===== src/common/dma_cmd_pkg.sv =====
`default_nettype none

package dma_cmd_pkg;

	localparam int QUEUE_DEPTH = 8;

	// Status word of REG_CMD reads
	localparam logic [31:0] STATUS_BUSY = 32'hffff_ffff;
	localparam logic [31:0] STATUS_IDLE = 32'h0000_0000;

	typedef enum logic [1:0] {
		OP_NOP = 2'd0,
		OP_FILL = 2'd1,
		OP_COPY = 2'd2
	} dma_op_t;

	typedef enum logic [1:0] {
		REG_SRC = 2'd0,		// Source address or fill value
		REG_DST = 2'd1,
		REG_COUNT = 2'd2,	// Words to move
		REG_CMD = 2'd3		// Write pushes, read gives status
	} dma_reg_t;

	typedef struct packed {
		dma_op_t op;
		logic [31:0] value_or_from;
		logic [31:0] to;
		logic [31:0] count;
	} dma_cmd_t;

endpackage

`default_nettype wire


===== src/common/dma_bus_pkg.sv =====
`default_nettype none

package dma_bus_pkg;

	localparam int BUS_DATA_W = 32;

	typedef logic [BUS_DATA_W-1:0] bus_word_t;

	localparam bus_word_t BUS_WORD_STEP = 32'd4;	// Byte address step per word

	localparam logic BUS_READ = 1'b0;
	localparam logic BUS_WRITE = 1'b1;

	typedef struct packed {
		logic rw;
		bus_word_t address;
		bus_word_t wdata;
	} bus_req_t;

endpackage

`default_nettype wire


===== src/hdl/dma_reg_decode.sv =====
`timescale 1ns/1ps
`default_nettype none

module dma_reg_decode (
	input wire i_clock,
	input wire i_reset,

	input wire i_request,
	input wire i_rw,
	input dma_cmd_pkg::dma_reg_t i_address,
	input wire [31:0] i_wdata,
	output logic [31:0] o_rdata,
	output logic o_ready,

	input wire i_queue_full,
	input wire i_busy,		// Engine busy or queue holds commands

	output logic o_push,
	output dma_cmd_pkg::dma_cmd_t o_cmd
);

	logic cmd_write;
	logic accept;

	assign cmd_write = i_rw && (i_address == dma_cmd_pkg::REG_CMD);

	// New request, held off on a full queue
	assign accept = i_request && !o_ready && !(cmd_write && i_queue_full);

	always_ff @(posedge i_clock) begin
		if (i_reset) begin
			o_ready <= 1'b0;
			o_push <= 1'b0;
		end else begin
			o_push <= accept && cmd_write;
			if (!i_request)
				o_ready <= 1'b0;
			else if (accept)
				o_ready <= 1'b1;
		end
	end

	// Staging command and read data
	always_ff @(posedge i_clock) begin
		if (accept) begin
			if (i_rw) begin
				case (i_address)
					dma_cmd_pkg::REG_SRC: o_cmd.value_or_from <= i_wdata;
					dma_cmd_pkg::REG_DST: o_cmd.to <= i_wdata;
					dma_cmd_pkg::REG_COUNT: o_cmd.count <= i_wdata;
					dma_cmd_pkg::REG_CMD: o_cmd.op <= dma_cmd_pkg::dma_op_t'(i_wdata[1:0]);
					default: ;
				endcase
			end else if (i_address == dma_cmd_pkg::REG_CMD) begin
				o_rdata <= i_busy ? dma_cmd_pkg::STATUS_BUSY : dma_cmd_pkg::STATUS_IDLE;
			end else begin
				o_rdata <= 32'd0;
			end
		end
	end

endmodule

`default_nettype wire


===== src/hdl/dma_cmd_fifo.sv =====
`timescale 1ns/1ps
`default_nettype none

module dma_cmd_fifo #(
	parameter int DEPTH = dma_cmd_pkg::QUEUE_DEPTH
) (
	input wire i_clock,
	input wire i_reset,

	input wire i_push,
	input dma_cmd_pkg::dma_cmd_t i_data,
	input wire i_pop,
	output dma_cmd_pkg::dma_cmd_t o_data,

	output logic o_empty,
	output logic o_full
);

	dma_cmd_pkg::dma_cmd_t mem [DEPTH];

	logic [$clog2(DEPTH)-1:0] wr_ptr;
	logic [$clog2(DEPTH)-1:0] rd_ptr;
	logic [$clog2(DEPTH+1)-1:0] count;

	logic do_push;
	logic do_pop;

	assign o_empty = (count == '0);
	assign o_full = (count == ($clog2(DEPTH+1))'(DEPTH));

	assign do_push = i_push && !o_full;
	assign do_pop = i_pop && !o_empty;

	always_ff @(posedge i_clock) begin
		if (i_reset) begin
			wr_ptr <= '0;
			rd_ptr <= '0;
			count <= '0;
		end else begin
			if (do_push)
				wr_ptr <= (wr_ptr == ($clog2(DEPTH))'(DEPTH - 1)) ? '0 : wr_ptr + 1'b1;
			if (do_pop)
				rd_ptr <= (rd_ptr == ($clog2(DEPTH))'(DEPTH - 1)) ? '0 : rd_ptr + 1'b1;
			if (do_push && !do_pop)
				count <= count + 1'b1;
			else if (do_pop && !do_push)
				count <= count - 1'b1;
		end
	end

	always_ff @(posedge i_clock) begin
		if (do_push)
			mem[wr_ptr] <= i_data;
		if (do_pop)
			o_data <= mem[rd_ptr];	// Valid the cycle after pop
	end

endmodule

`default_nettype wire


===== src/dma_engine/dma_engine.sv =====
`timescale 1ns/1ps
`default_nettype none

module dma_engine (
	input wire i_clock,
	input wire i_reset,

	// Command queue
	input wire i_empty,
	input dma_cmd_pkg::dma_cmd_t i_cmd,
	output logic o_pop,

	input wire i_stall,
	output logic o_busy,

	// Bus master
	output logic o_bus_request,
	output dma_bus_pkg::bus_req_t o_bus,
	input wire i_bus_ready,
	input wire [31:0] i_bus_rdata
);

	typedef enum logic [2:0] {
		IDLE,
		LOAD,
		FILL_REQ,
		FILL_WAIT,
		COPY_RD_REQ,
		COPY_RD_WAIT,
		COPY_WR_REQ,
		COPY_WR_WAIT
	} state_t;

	state_t state;

	dma_cmd_pkg::dma_cmd_t cur;		// Addresses advance, count runs down
	logic [31:0] hold;				// Copy data between read and write
	logic last_word;

	assign o_pop = (state == IDLE) && !i_empty;
	assign o_busy = (state != IDLE);
	assign last_word = (cur.count == 32'd1);

	always_ff @(posedge i_clock) begin
		if (i_reset) begin
			state <= IDLE;
			o_bus_request <= 1'b0;
		end else begin
			case (state)
				IDLE:
					if (!i_empty)
						state <= LOAD;

				LOAD: begin
					// Zero count or unknown opcode is dropped
					if (i_cmd.count == 32'd0)
						state <= IDLE;
					else if (i_cmd.op == dma_cmd_pkg::OP_FILL)
						state <= FILL_REQ;
					else if (i_cmd.op == dma_cmd_pkg::OP_COPY)
						state <= COPY_RD_REQ;
					else
						state <= IDLE;
				end

				FILL_REQ, COPY_RD_REQ, COPY_WR_REQ:
					if (!i_stall) begin
						o_bus_request <= 1'b1;
						state <= state_t'(state + 3'd1);	// Matching WAIT state
					end

				FILL_WAIT:
					if (i_bus_ready) begin
						o_bus_request <= 1'b0;
						state <= last_word ? IDLE : FILL_REQ;
					end

				COPY_RD_WAIT:
					if (i_bus_ready) begin
						o_bus_request <= 1'b0;
						state <= COPY_WR_REQ;
					end

				COPY_WR_WAIT:
					if (i_bus_ready) begin
						o_bus_request <= 1'b0;
						state <= last_word ? IDLE : COPY_RD_REQ;
					end

				default:
					state <= IDLE;
			endcase
		end
	end

	// Datapath
	always_ff @(posedge i_clock) begin
		case (state)
			LOAD:
				cur <= i_cmd;

			FILL_REQ:
				if (!i_stall) begin
					o_bus.rw <= dma_bus_pkg::BUS_WRITE;
					o_bus.address <= cur.to;
					o_bus.wdata <= cur.value_or_from;
				end

			COPY_RD_REQ:
				if (!i_stall) begin
					o_bus.rw <= dma_bus_pkg::BUS_READ;
					o_bus.address <= cur.value_or_from;
				end

			COPY_WR_REQ:
				if (!i_stall) begin
					o_bus.rw <= dma_bus_pkg::BUS_WRITE;
					o_bus.address <= cur.to;
					o_bus.wdata <= hold;
				end

			COPY_RD_WAIT:
				if (i_bus_ready) begin
					hold <= i_bus_rdata;
					cur.value_or_from <= cur.value_or_from + dma_bus_pkg::BUS_WORD_STEP;
				end

			FILL_WAIT, COPY_WR_WAIT:
				if (i_bus_ready) begin
					cur.to <= cur.to + dma_bus_pkg::BUS_WORD_STEP;
					cur.count <= cur.count - 32'd1;
				end

			default: ;
		endcase
	end

endmodule

`default_nettype wire


===== src/hdl/dma_top.sv =====
`timescale 1ns/1ps
`default_nettype none

module dma_top (
	input wire i_clock,
	input wire i_reset,

	// CPU port
	input wire i_request,
	input wire i_rw,
	input dma_cmd_pkg::dma_reg_t i_address,
	input wire [31:0] i_wdata,
	output logic [31:0] o_rdata,
	output logic o_ready,

	input wire i_stall,

	// Bus port
	output logic o_bus_request,
	output dma_bus_pkg::bus_req_t o_bus,
	input wire i_bus_ready,
	input wire [31:0] i_bus_rdata
);

	dma_cmd_pkg::dma_cmd_t push_cmd;
	dma_cmd_pkg::dma_cmd_t pop_cmd;
	logic push;
	logic pop;
	logic queue_empty;
	logic queue_full;
	logic engine_busy;
	logic status_busy;

	assign status_busy = engine_busy || !queue_empty;	// Status seen by the CPU

	dma_reg_decode u_decode (
		.i_clock(i_clock),
		.i_reset(i_reset),
		.i_request(i_request),
		.i_rw(i_rw),
		.i_address(i_address),
		.i_wdata(i_wdata),
		.o_rdata(o_rdata),
		.o_ready(o_ready),
		.i_queue_full(queue_full),
		.i_busy(status_busy),
		.o_push(push),
		.o_cmd(push_cmd)
	);

	dma_cmd_fifo #(
		.DEPTH(dma_cmd_pkg::QUEUE_DEPTH)
	) u_queue (
		.i_clock(i_clock),
		.i_reset(i_reset),
		.i_push(push),
		.i_data(push_cmd),
		.i_pop(pop),
		.o_data(pop_cmd),
		.o_empty(queue_empty),
		.o_full(queue_full)
	);

	dma_engine u_engine (
		.i_clock(i_clock),
		.i_reset(i_reset),
		.i_empty(queue_empty),
		.i_cmd(pop_cmd),
		.o_pop(pop),
		.i_stall(i_stall),
		.o_busy(engine_busy),
		.o_bus_request(o_bus_request),
		.o_bus(o_bus),
		.i_bus_ready(i_bus_ready),
		.i_bus_rdata(i_bus_rdata)
	);

endmodule

`default_nettype wire


===== config.mk =====
export PLATFORM = sky130hd
export DESIGN_NAME = dma_top
export DESIGN_NICKNAME = d
export VERILOG_FILES = /design/src/common/dma_cmd_pkg.sv /design/src/common/dma_bus_pkg.sv /design/src/hdl/dma_reg_decode.sv /design/src/hdl/dma_cmd_fifo.sv /design/src/dma_engine/dma_engine.sv /design/src/hdl/dma_top.sv
export SDC_FILE = /design/constraint.sdc
export NUM_CORES = 1
export LEC_CHECK = 0
export BUFFER_PORTS_ARGS = -buffer_cell sky130_fd_sc_hd__buf_2
export CORE_UTILIZATION = 45
export DETAILED_ROUTE_END_ITERATION = 8
export PLACE_DENSITY = 0.61
export SLEW_MARGIN = 20
export SYNTH_ARGS = -nofsm -noshare
export SYNTH_HDL_FRONTEND = slang
export SYNTH_SLANG_ARGS = --single-unit

===== constraint.sdc =====
create_clock -name i_clock -period 25.8 [get_ports i_clock]
set_input_delay 1.29 -clock i_clock [delete_from_list [all_inputs] [get_ports i_clock]]
set_output_delay 1.29 -clock i_clock [all_outputs]
set_load 0.005 [all_outputs]

==> results of run 1 <==
## state kept, by name, indices dropped and copies added (netlist names), 4 cells and up
| name | cells |
|---|---|
| u_decode.o_cmd | 98 |
| u_engine.cur | 96 |
| u_engine.hold | 32 |
| u_engine.o_bus | 65 |
| u_queue.count | 4 |
| u_queue.mem | 784 |
| u_queue.o_data | 98 |
## metrics by stage
step           power (mW)  hold WS, ns
2_1_floorplan        3.17        0.479
3_3_place_gp         3.44        0.481
3_5_place_dp         3.46        0.487
4_1_cts              5.11        0.501
5_1_grt              5.26        0.549
6_report             5.06        0.498
## cell usage after synthesis, drive strengths merged
library cell | n | share of area
a31oi | 2 | 0.00027
fa | 1 | 0.00044
nor4 | 34 | 0.0049
xnor2 | 61 | 0.012
nand3b | 3 | 0.00049
nor2 | 43 | 0.0035
or4 | 4 | 0.00082
nand2 | 129 | 0.011
xor2 | 26 | 0.0050
o21ai | 89 | 0.0097
mux2 | 158 | 0.039
a21o | 3 | 0.00049
nor3 | 30 | 0.0033
nor4b | 4 | 0.00077
a21oi | 19 | 0.0021
a211o | 1 | 0.00019
dfxtp | 16 | 0.0070
edfxtp | 1174 | 0.77
and2 | 7 | 0.00096
nand4 | 13 | 0.0018
a221o | 2 | 0.00044
clkbuf | 59 | 0.0048
a21boi | 1 | 0.00016
or2 | 3 | 0.00041
o221ai | 1 | 0.00019
o211ai | 1 | 0.00016
nand3 | 24 | 0.0026
mux4 | 196 | 0.097
nand4b | 2 | 0.00038
a211oi | 1 | 0.00016
and3 | 9 | 0.0012
o311ai | 1 | 0.00019
nor3b | 8 | 0.0013
o41ai | 1 | 0.00019
or3 | 10 | 0.0014
ha | 17 | 0.0047
a22oi | 1 | 0.00016
nor2b | 3 | 0.00041
buf | 64 | 0.0081
mux2i | 2 | 0.00044
inv | 16 | 0.0013
nand2b | 5 | 0.00068
## report_power, final
part	total [mW]	switching [mW]	leakage [nW]	internal, mW
sequential	2.57	0.188	10.8	2.39
combinational	0.838	0.434	3.77	0.403
clock	1.65	0.707	1.82	0.940
## per-layer routing
| layer | part of all wire | vias up |
|---|---|---|
| li1 | - | 9439 |
| met1 | 0.43 | 11400 |
| met2 | 0.50 | 589 |
| met3 | 0.050 | 155 |
| met4 | 0.025 | 0 |
| met5 | 0 | - |
## critical path, cell delays in order (launching register included)
cell,delay [ns]
sky130_fd_sc_hd__dfxtp_1,0.44
sky130_fd_sc_hd__nor3_1,0.11
sky130_fd_sc_hd__nand2_1,0.10
sky130_fd_sc_hd__nand2_1,0.22
sky130_fd_sc_hd__inv_1,0.20
sky130_fd_sc_hd__nand2_1,0.24
sky130_fd_sc_hd__nor2_4,0.81
sky130_fd_sc_hd__buf_4,0.56
sky130_fd_sc_hd__buf_4,0.76
## worst max path at each step
stage	startpoint	to	slack (ns)	depth (start not counted)
5_1_grt	u_queue.count[0]	u_queue.mem[6][97]	21.58	8
2_1_floorplan	u_queue.count[0]	u_queue.mem[0][0]	15.04	4
3_5_place_dp	u_queue.count[0]	u_queue.mem[6][94]	21.84	8
6_report	u_queue.count[0]	u_queue.mem[6][58]	21.92	8
4_1_cts	u_queue.count[0]	u_queue.mem[6][33]	21.83	8
3_3_place_gp	u_queue.count[0]	u_queue.mem[6][93]	21.87	8
## kinds of logic after synthesis
kind of cell / count (synthesis)
flip-flops: 1190
AND/OR/NAND/NOR: 331
buffers and inverters: 139
adder cells (fa/ha/maj): 18
XOR/XNOR: 87
multiplexers: 356
AO/OA/AOI/OAI: 123
## layout make-up
| class | instances | area, um^2 | area share |
|---|---|---|---|
| well taps | 1357 | 1700 | 0.0327 |
| inverters | 16 | 60.1 | 0.00116 |
| multi-input cells | 915 | 9610 | 0.185 |
| repair buffers | 204 | 1200 | 0.0232 |
| clock inverters | 76 | 744 | 0.0144 |
| flip-flops and latches | 1190 | 35600 | 0.686 |
| clock buffers | 137 | 2960 | 0.0571 |
==> reports/qor.log, run 1 <==
[outcome] status finished clean
[timing] Setup violations, final 0
[route] number of vias in the routed layout 21600
[yosys] parity-gate share of the synthesized area counting xor and xnor cells 0.0167
[yosys] Adder-Cell Fraction of Synth Area 0.00509
[route] DR DRC count 0
[timing] count of pins over their slew limit 0
[layout] Post-Layout Inst Area 51900 um^2
[yosys] Avg Inst Size Synth 20.4 um^2
[yosys] area fraction in compound gates after synthesis 0.0144
[grt] GR Util All Layers 0.192
[place] instance count after placement with tap cells included 3679
[place] post-detailed-placement half-perimeter wirelength 55.5 mm
[die] width of the chip 321 um
[timing] slew at the pin closest to its max-slew limit 1.13 ns
[yosys] Post-Synthesis Cell Area 45700 um^2
[timing] minimum period implied by the final worst setup slack 3.88 ns
[min_path] Min-Delay Endpoint u_engine.o_bus_request
[grt] global-route congestion overflow total 0
[cts] htree depth 3
[layout] number of standard cells in the final layout excluding fillers 3895
[route] drt first pass iters 5
[yosys] Yosys Warn Count 0
[pwr] leak pwr 16.4 nW
[route] detailed-route wire length per cell 25.2 um
[timing] worst clock skew 0.0298 ns
[layout] Area growth, synth to finish 13.4%
[grt] initial antenna violation count 2
[cts] number of buffers between clock root and the deepest sink 3
[min_path] worst hold start u_engine.o_bus_request
[cts] Post-CTS Setup Bufs 0
[place] total cell area at the placement stage 48100 um^2
[yosys] sequential area share after synthesis 0.778
[die] die height 321 um
[yosys] proportion of synthesized area in mux cells 0.136
[pwr] ratio of total power to cell area 97.5 nW/um^2
[worst_setup_path] launch instance of the worst register-to-register path u_queue.count[0]
[timing] unrepaired setup endpoints after global routing no
[worst_setup_path] start-to-end type of the worst setup path flop to flop
[place] pre-CTS worst setup slack 21.84 ns
[cts] Resize count post-CTS 0
[timing] Worst slew margin 0.243
[layout] Antenna diodes 0
[route] final wirelength 98.2 mm
[worst_setup_path] startpoint class of the critical path flop
[layout] Final #Nets 2532
[flow_run] number of maximum-capacitance violations 0
[cts] clock latency reported for the late side of the worst-skew pair 0.69 ns
[grt] via count of the first global-routing pass 22300
[yosys] number of instances in the synthesized netlist 2244
[yosys] library cells used by synthesis 48
[timing] Fmax achieved 257 MHz
[place] IO Port Bufs 170
[layout] most frequent cells in the layout 1174 x sky130_fd_sc_hd__edfxtp_1, 196 x sky130_fd_sc_hd__mux4_2, 170 x sky130_fd_sc_hd__buf_2
[yosys] total of flip-flops plus latches after synthesis 1190
[die] num ports 171
[timing] Hold Violations, Final 0
[timing] crit path setup slack, layout 21.92 ns
[worst_setup_path] required time worst endpoint 26.12 ns
[cts] clock sink count 1190
[yosys] largest family of logic cells by synthesized area multiplexers
[worst_setup_path] length in cells of the worst reg-to-reg path 8
[grt] first-pass GRT wire length 145 mm
[worst_setup_path] register-to-register setup slack 21.92 ns
[worst_setup_path] endpoint of the most critical register-to-register path u_queue.mem[6][58]
[cts] clk slew on worst S/H paths 0.06 ns
[cts] hold-fix buffers at CTS 0
[timing] Period Utilization, post-route 0.151
[worst_setup_path] CP arrival 4.20 ns
[worst_setup_path] crit path max fanout 48
[route] Vias per Instance 5.54
[worst_setup_path] type of destination of the critical path flop
[layout] fillers 7936
[pwr] peak ir drop on the vdd network 0.0825 mV
[die] number of core rows 116
[die] Floorplan Core Area 100000 um^2
[grt] met1 track demand over resource 0.262
[layout] final core utilization 0.516
[min_path] instance count along the most critical hold path 2
[yosys] syn nets 2334
[place] Placer Congestion 0.783
[yosys] Post-Synth Simple-Gate Area 0.0356
[grt] largest net degree at the start of global routing 99
[cts] number of buffers inserted during clock tree synthesis 115
[route] number of nets still failing antenna checks after routing 0
[min_path] type of the most critical hold path flop to flop
[timing] Fin Setup TNS 0 ns
[die] overall die area 103000 um^2
[route] detailed router's first-iteration violation count 1700
[grt] gr busiest metal met2
[layout] share of post-route cells with drive strength above 1 0.296
[cts] TritonCTS clock tree yes
[die] Starting Density 0.455
[cts] clock tree root driver cell sky130_fd_sc_hd__clkbuf_16
[layout] most common library cell in the layout ignoring fill and taps sky130_fd_sc_hd__edfxtp_1
[grt] met3 global-route usage 0.0253
[grt] grt met2 use 0.322
(Power assumes the default switching activity.)
==> run 2, diff against run 1 <==
Settings changed: ABC_AREA set to 1.
Clock period 25.8 ns to 4.02 ns, I/O delays scaled along.
==> run 2 against run 1 <==
Utilization up 0.64 points; largest power group unchanged; global-route usage up 2.4 points; die area up 3.4%; total power rose to 7.0 times the previous value; clock power rose to 6.5 times the previous value; sequential share of layout area down 3.0 points; sequential cell count unchanged; register-to-register slack worse by 21 ns; design area up 4.6%; via count up 35%; worst setup slack worse by 21 ns; combinational power rose to 9.7 times the previous value.
==> reports/qor.log, run 2 <==
[cts] number of buffers between clock root and the deepest sink 3
[cts] htree depth 3
[place] total cell area at the placement stage 49800 um^2
[cts] Post-CTS Setup Bufs 0
[grt] initial antenna violation count 5
[outcome] status finished clean
[pwr] peak ir drop on the vdd network 0.422 mV
[yosys] sequential area share after synthesis 0.752
[worst_setup_path] endpoint of the most critical register-to-register path u_queue.count[3]
[timing] slew at the pin closest to its max-slew limit 1.10 ns
[die] Starting Density 0.456
[min_path] type of the most critical hold path input pin to flop
[timing] Fin Setup TNS 0 ns
[yosys] library cells used by synthesis 47
[worst_setup_path] type of destination of the critical path flop
[cts] number of buffers inserted during clock tree synthesis 115
[min_path] Min-Delay Endpoint u_decode.o_push
[timing] Setup violations, final 0
[worst_setup_path] start-to-end type of the worst setup path flop to flop
[yosys] total of flip-flops plus latches after synthesis 1190
[yosys] Yosys Warn Count 0
[cts] clock tree root driver cell sky130_fd_sc_hd__clkbuf_16
[yosys] Avg Inst Size Synth 12.9 um^2
[layout] register containing the most flip-flops in the final layout u_queue.mem
[layout] Post-Layout Inst Area 54300 um^2
[cts] TritonCTS clock tree yes
[layout] most common library cell in the layout ignoring fill and taps sky130_fd_sc_hd__edfxtp_1
[layout] final core utilization 0.523
[pwr] post-route total power 35.5 mW
[place] IO Port Bufs 170
[pwr] ratio of total power to cell area 654 nW/um^2
[yosys] number of instances in the synthesized netlist 3662
[cts] clk slew on worst S/H paths 0.06 ns
[layout] Antenna diodes 0
[worst_setup_path] length in cells of the worst reg-to-reg path 16
[route] detailed-route wire length per cell 21.7 um
[pwr] leak pwr 18.6 nW
[worst_setup_path] launch instance of the worst register-to-register path u_engine.state[1]
[worst_setup_path] crit path max fanout 8
[timing] count of pins over their slew limit 0
[worst_setup_path] startpoint class of the critical path flop
[min_path] instance count along the most critical hold path 3
[min_path] worst hold start i_address[1]
[grt] GR Util All Layers 0.217
[timing] Fmax achieved 345 MHz
[yosys] ys flop type sky130_fd_sc_hd__edfxtp_1
[layout] biggest regs u_queue.mem x784, u_decode.o_cmd x98, u_queue.o_data x98
[die] Floorplan Core Area 104000 um^2
[place] post-detailed-placement half-perimeter wirelength 69.6 mm
[die] overall die area 106000 um^2
[layout] most frequent cells in the layout 1174 x sky130_fd_sc_hd__edfxtp_1, 843 x sky130_fd_sc_hd__nor2_1, 453 x sky130_fd_sc_hd__o21ai_0
[yosys] commonest cells in the synthesized netlist 1174 x sky130_fd_sc_hd__edfxtp_1, 854 x sky130_fd_sc_hd__nor2_1, 454 x sky130_fd_sc_hd__o21ai_0, 345 x sky130_fd_sc_hd__nand2_1, 110 x sky130_fd_sc_hd__a31oi_1
[yosys] proportion of synthesized flip-flops having asynchronous set or reset 0
[yosys] most repeated cell in the gate-level netlist after synthesis sky130_fd_sc_hd__edfxtp_1
[route] DR DRC count 0
[route] Vias per Instance 5.43
[yosys] Post-Synthesis Cell Area 47300 um^2
[timing] unrepaired setup endpoints after global routing no
[route] detailed router's first-iteration violation count 2664
[grt] largest net degree at the start of global routing 168
[die] width of the chip 326 um
[yosys] syn nets 3752
[grt] via count of the first global-routing pass 27300
[worst_setup_path] required time worst endpoint 4.59 ns
[flow_run] number of maximum-capacitance violations 0
[die] die height 326 um
[die] number of core rows 118
[worst_setup_path] register-to-register setup slack 1.12 ns
[place] Placer Congestion 0.931
[yosys] cells taking the most area after synthesis sky130_fd_sc_hd__edfxtp_1 75%, sky130_fd_sc_hd__nor2_1 6.8%, sky130_fd_sc_hd__o21ai_0 4.8%
[layout] share of post-route cells with drive strength above 1 0.123
[route] number of nets still failing antenna checks after routing 0
[layout] Area growth, synth to finish 14.8%
[timing] minimum period implied by the final worst setup slack 2.90 ns
[yosys] post-synth top area cell sky130_fd_sc_hd__edfxtp_1
[timing] Worst slew margin 0.265
[route] drt first pass iters 5
[timing] Period Utilization, post-route 0.721
[grt] first-pass GRT wire length 174 mm
[die] num ports 171
[timing] worst clock skew 0.0359 ns
[worst_setup_path] CP arrival 3.47 ns
[route] number of vias in the routed layout 29100
[yosys] Post-synth EDFFs 1174
[cts] clock sink count 1190
[layout] Final #Nets 3975
[cts] clock latency reported for the late side of the worst-skew pair 0.70 ns
[layout] max reg flops 784
[grt] global-route congestion overflow total 0
[yosys] area share of the leading cell type in the synthesized netlist 0.746
[route] final wirelength 116 mm
[timing] Hold Violations, Final 0
## run 2: changes by cell type in the layout (fill, tap and decap cells not counted), sizes merged, moves of 43 or more
| cell | before | now |
|---|---|---|
| o22ai | 0 | 98 |
| xnor2 | 61 | 10 |
| mux4 | 196 | 0 |
| dlygate4sd3 | 0 | 72 |
| nor2 | 43 | 869 |
| o21ai | 89 | 485 |
| buf | 204 | 247 |
| mux2 | 158 | 14 |
| inv | 20 | 114 |
| nand2 | 129 | 353 |
| a31oi | 2 | 111 |
## run 2: cell families after synthesis
logic type,Yosys count,share of synthesized area
adders and majority gates,18,0.00492
DFF,1190,0.752
and+or+nand+nor,1322,0.111
buffers and inverters,322,0.0335
muxes,14,0.00333
AOI/OAI and AO/OA,748,0.0857
xor gates and xnor gates,48,0.00889
## run 2: what timing repair did
action	in CTS	in global routing
hold buffers	72	0
resized for setup	0	0
hold endpoints to repair	175	0
## run 2: worst max path at each step
stage                                   end  slack, ns               from  cells past startpoint
after floorplan           u_queue.mem[1][0]      -1.46   u_queue.count[0]                      6
after global placement     u_queue.count[3]       1.15  u_engine.state[1]                     16
after detailed placement   u_queue.count[3]       1.20  u_engine.state[1]                     16
after CTS                  u_queue.count[3]       1.18  u_engine.state[1]                     16
after global routing       u_queue.count[3]       0.94  u_engine.state[1]                     16
final                      u_queue.count[3]       1.12  u_engine.state[1]                     16
## run 2: final cells by class
type	instances	area [um^2]
Clock buffer	137	2980
Clock inverter	73	734
Fill cell	8564	49500
Inverter	109	429
Multi-Input combinational cell	2150	10200
Sequential cell	1190	35600
Tap cell	1380	1730
Timing Repair Buffer	319	2570
## run 2: power by group
group	internal, mW	total (mW)	switching (mW)
Sequential	15.5	16.7	1.23
Clock	6.17	10.7	4.49
Combinational	2.51	8.11	5.60
Total	24.2	35.5	11.3
## run 2: stage by stage
stage	setup WS, ns	hold slack, ns	instances
3_3_place_gp	1.15	0.379	5076
6_report	1.12	0.141	5358
2_1_floorplan	-1.46	0.300	3662
5_1_grt	0.941	0.101	5358
4_1_cts	1.18	0.0939	5358
3_5_place_dp	1.20	0.380	5076
## run 2: critical path, cell delays in order, from the launching register on
cell	delay (ns)
sky130_fd_sc_hd__dfxtp_1	0.34
sky130_fd_sc_hd__inv_1	0.12
sky130_fd_sc_hd__ha_1	0.19
sky130_fd_sc_hd__inv_1	0.05
sky130_fd_sc_hd__nor2_1	0.37
sky130_fd_sc_hd__nand2_1	0.31
sky130_fd_sc_hd__ha_1	0.31
sky130_fd_sc_hd__inv_1	0.12
sky130_fd_sc_hd__ha_1	0.25
sky130_fd_sc_hd__nand2_1	0.07
sky130_fd_sc_hd__nand2_1	0.05
sky130_fd_sc_hd__a21oi_1	0.17
sky130_fd_sc_hd__nor2_1	0.06
sky130_fd_sc_hd__nor2_1	0.09
sky130_fd_sc_hd__nand2_1	0.07
sky130_fd_sc_hd__o21ai_0	0.16
sky130_fd_sc_hd__a21oi_1	0.05
## run 2: per-layer routing
metal / GRT usage / vias to the layer above / part of all wire
met5: 0 / - / 0
li1: - / 13600 / -
met2: 0.343 / 1008 / 0.47
met4: 0.0627 / 0 / 0.024
met3: 0.0315 / 161 / 0.064
met1: 0.313 / 14400 / 0.44
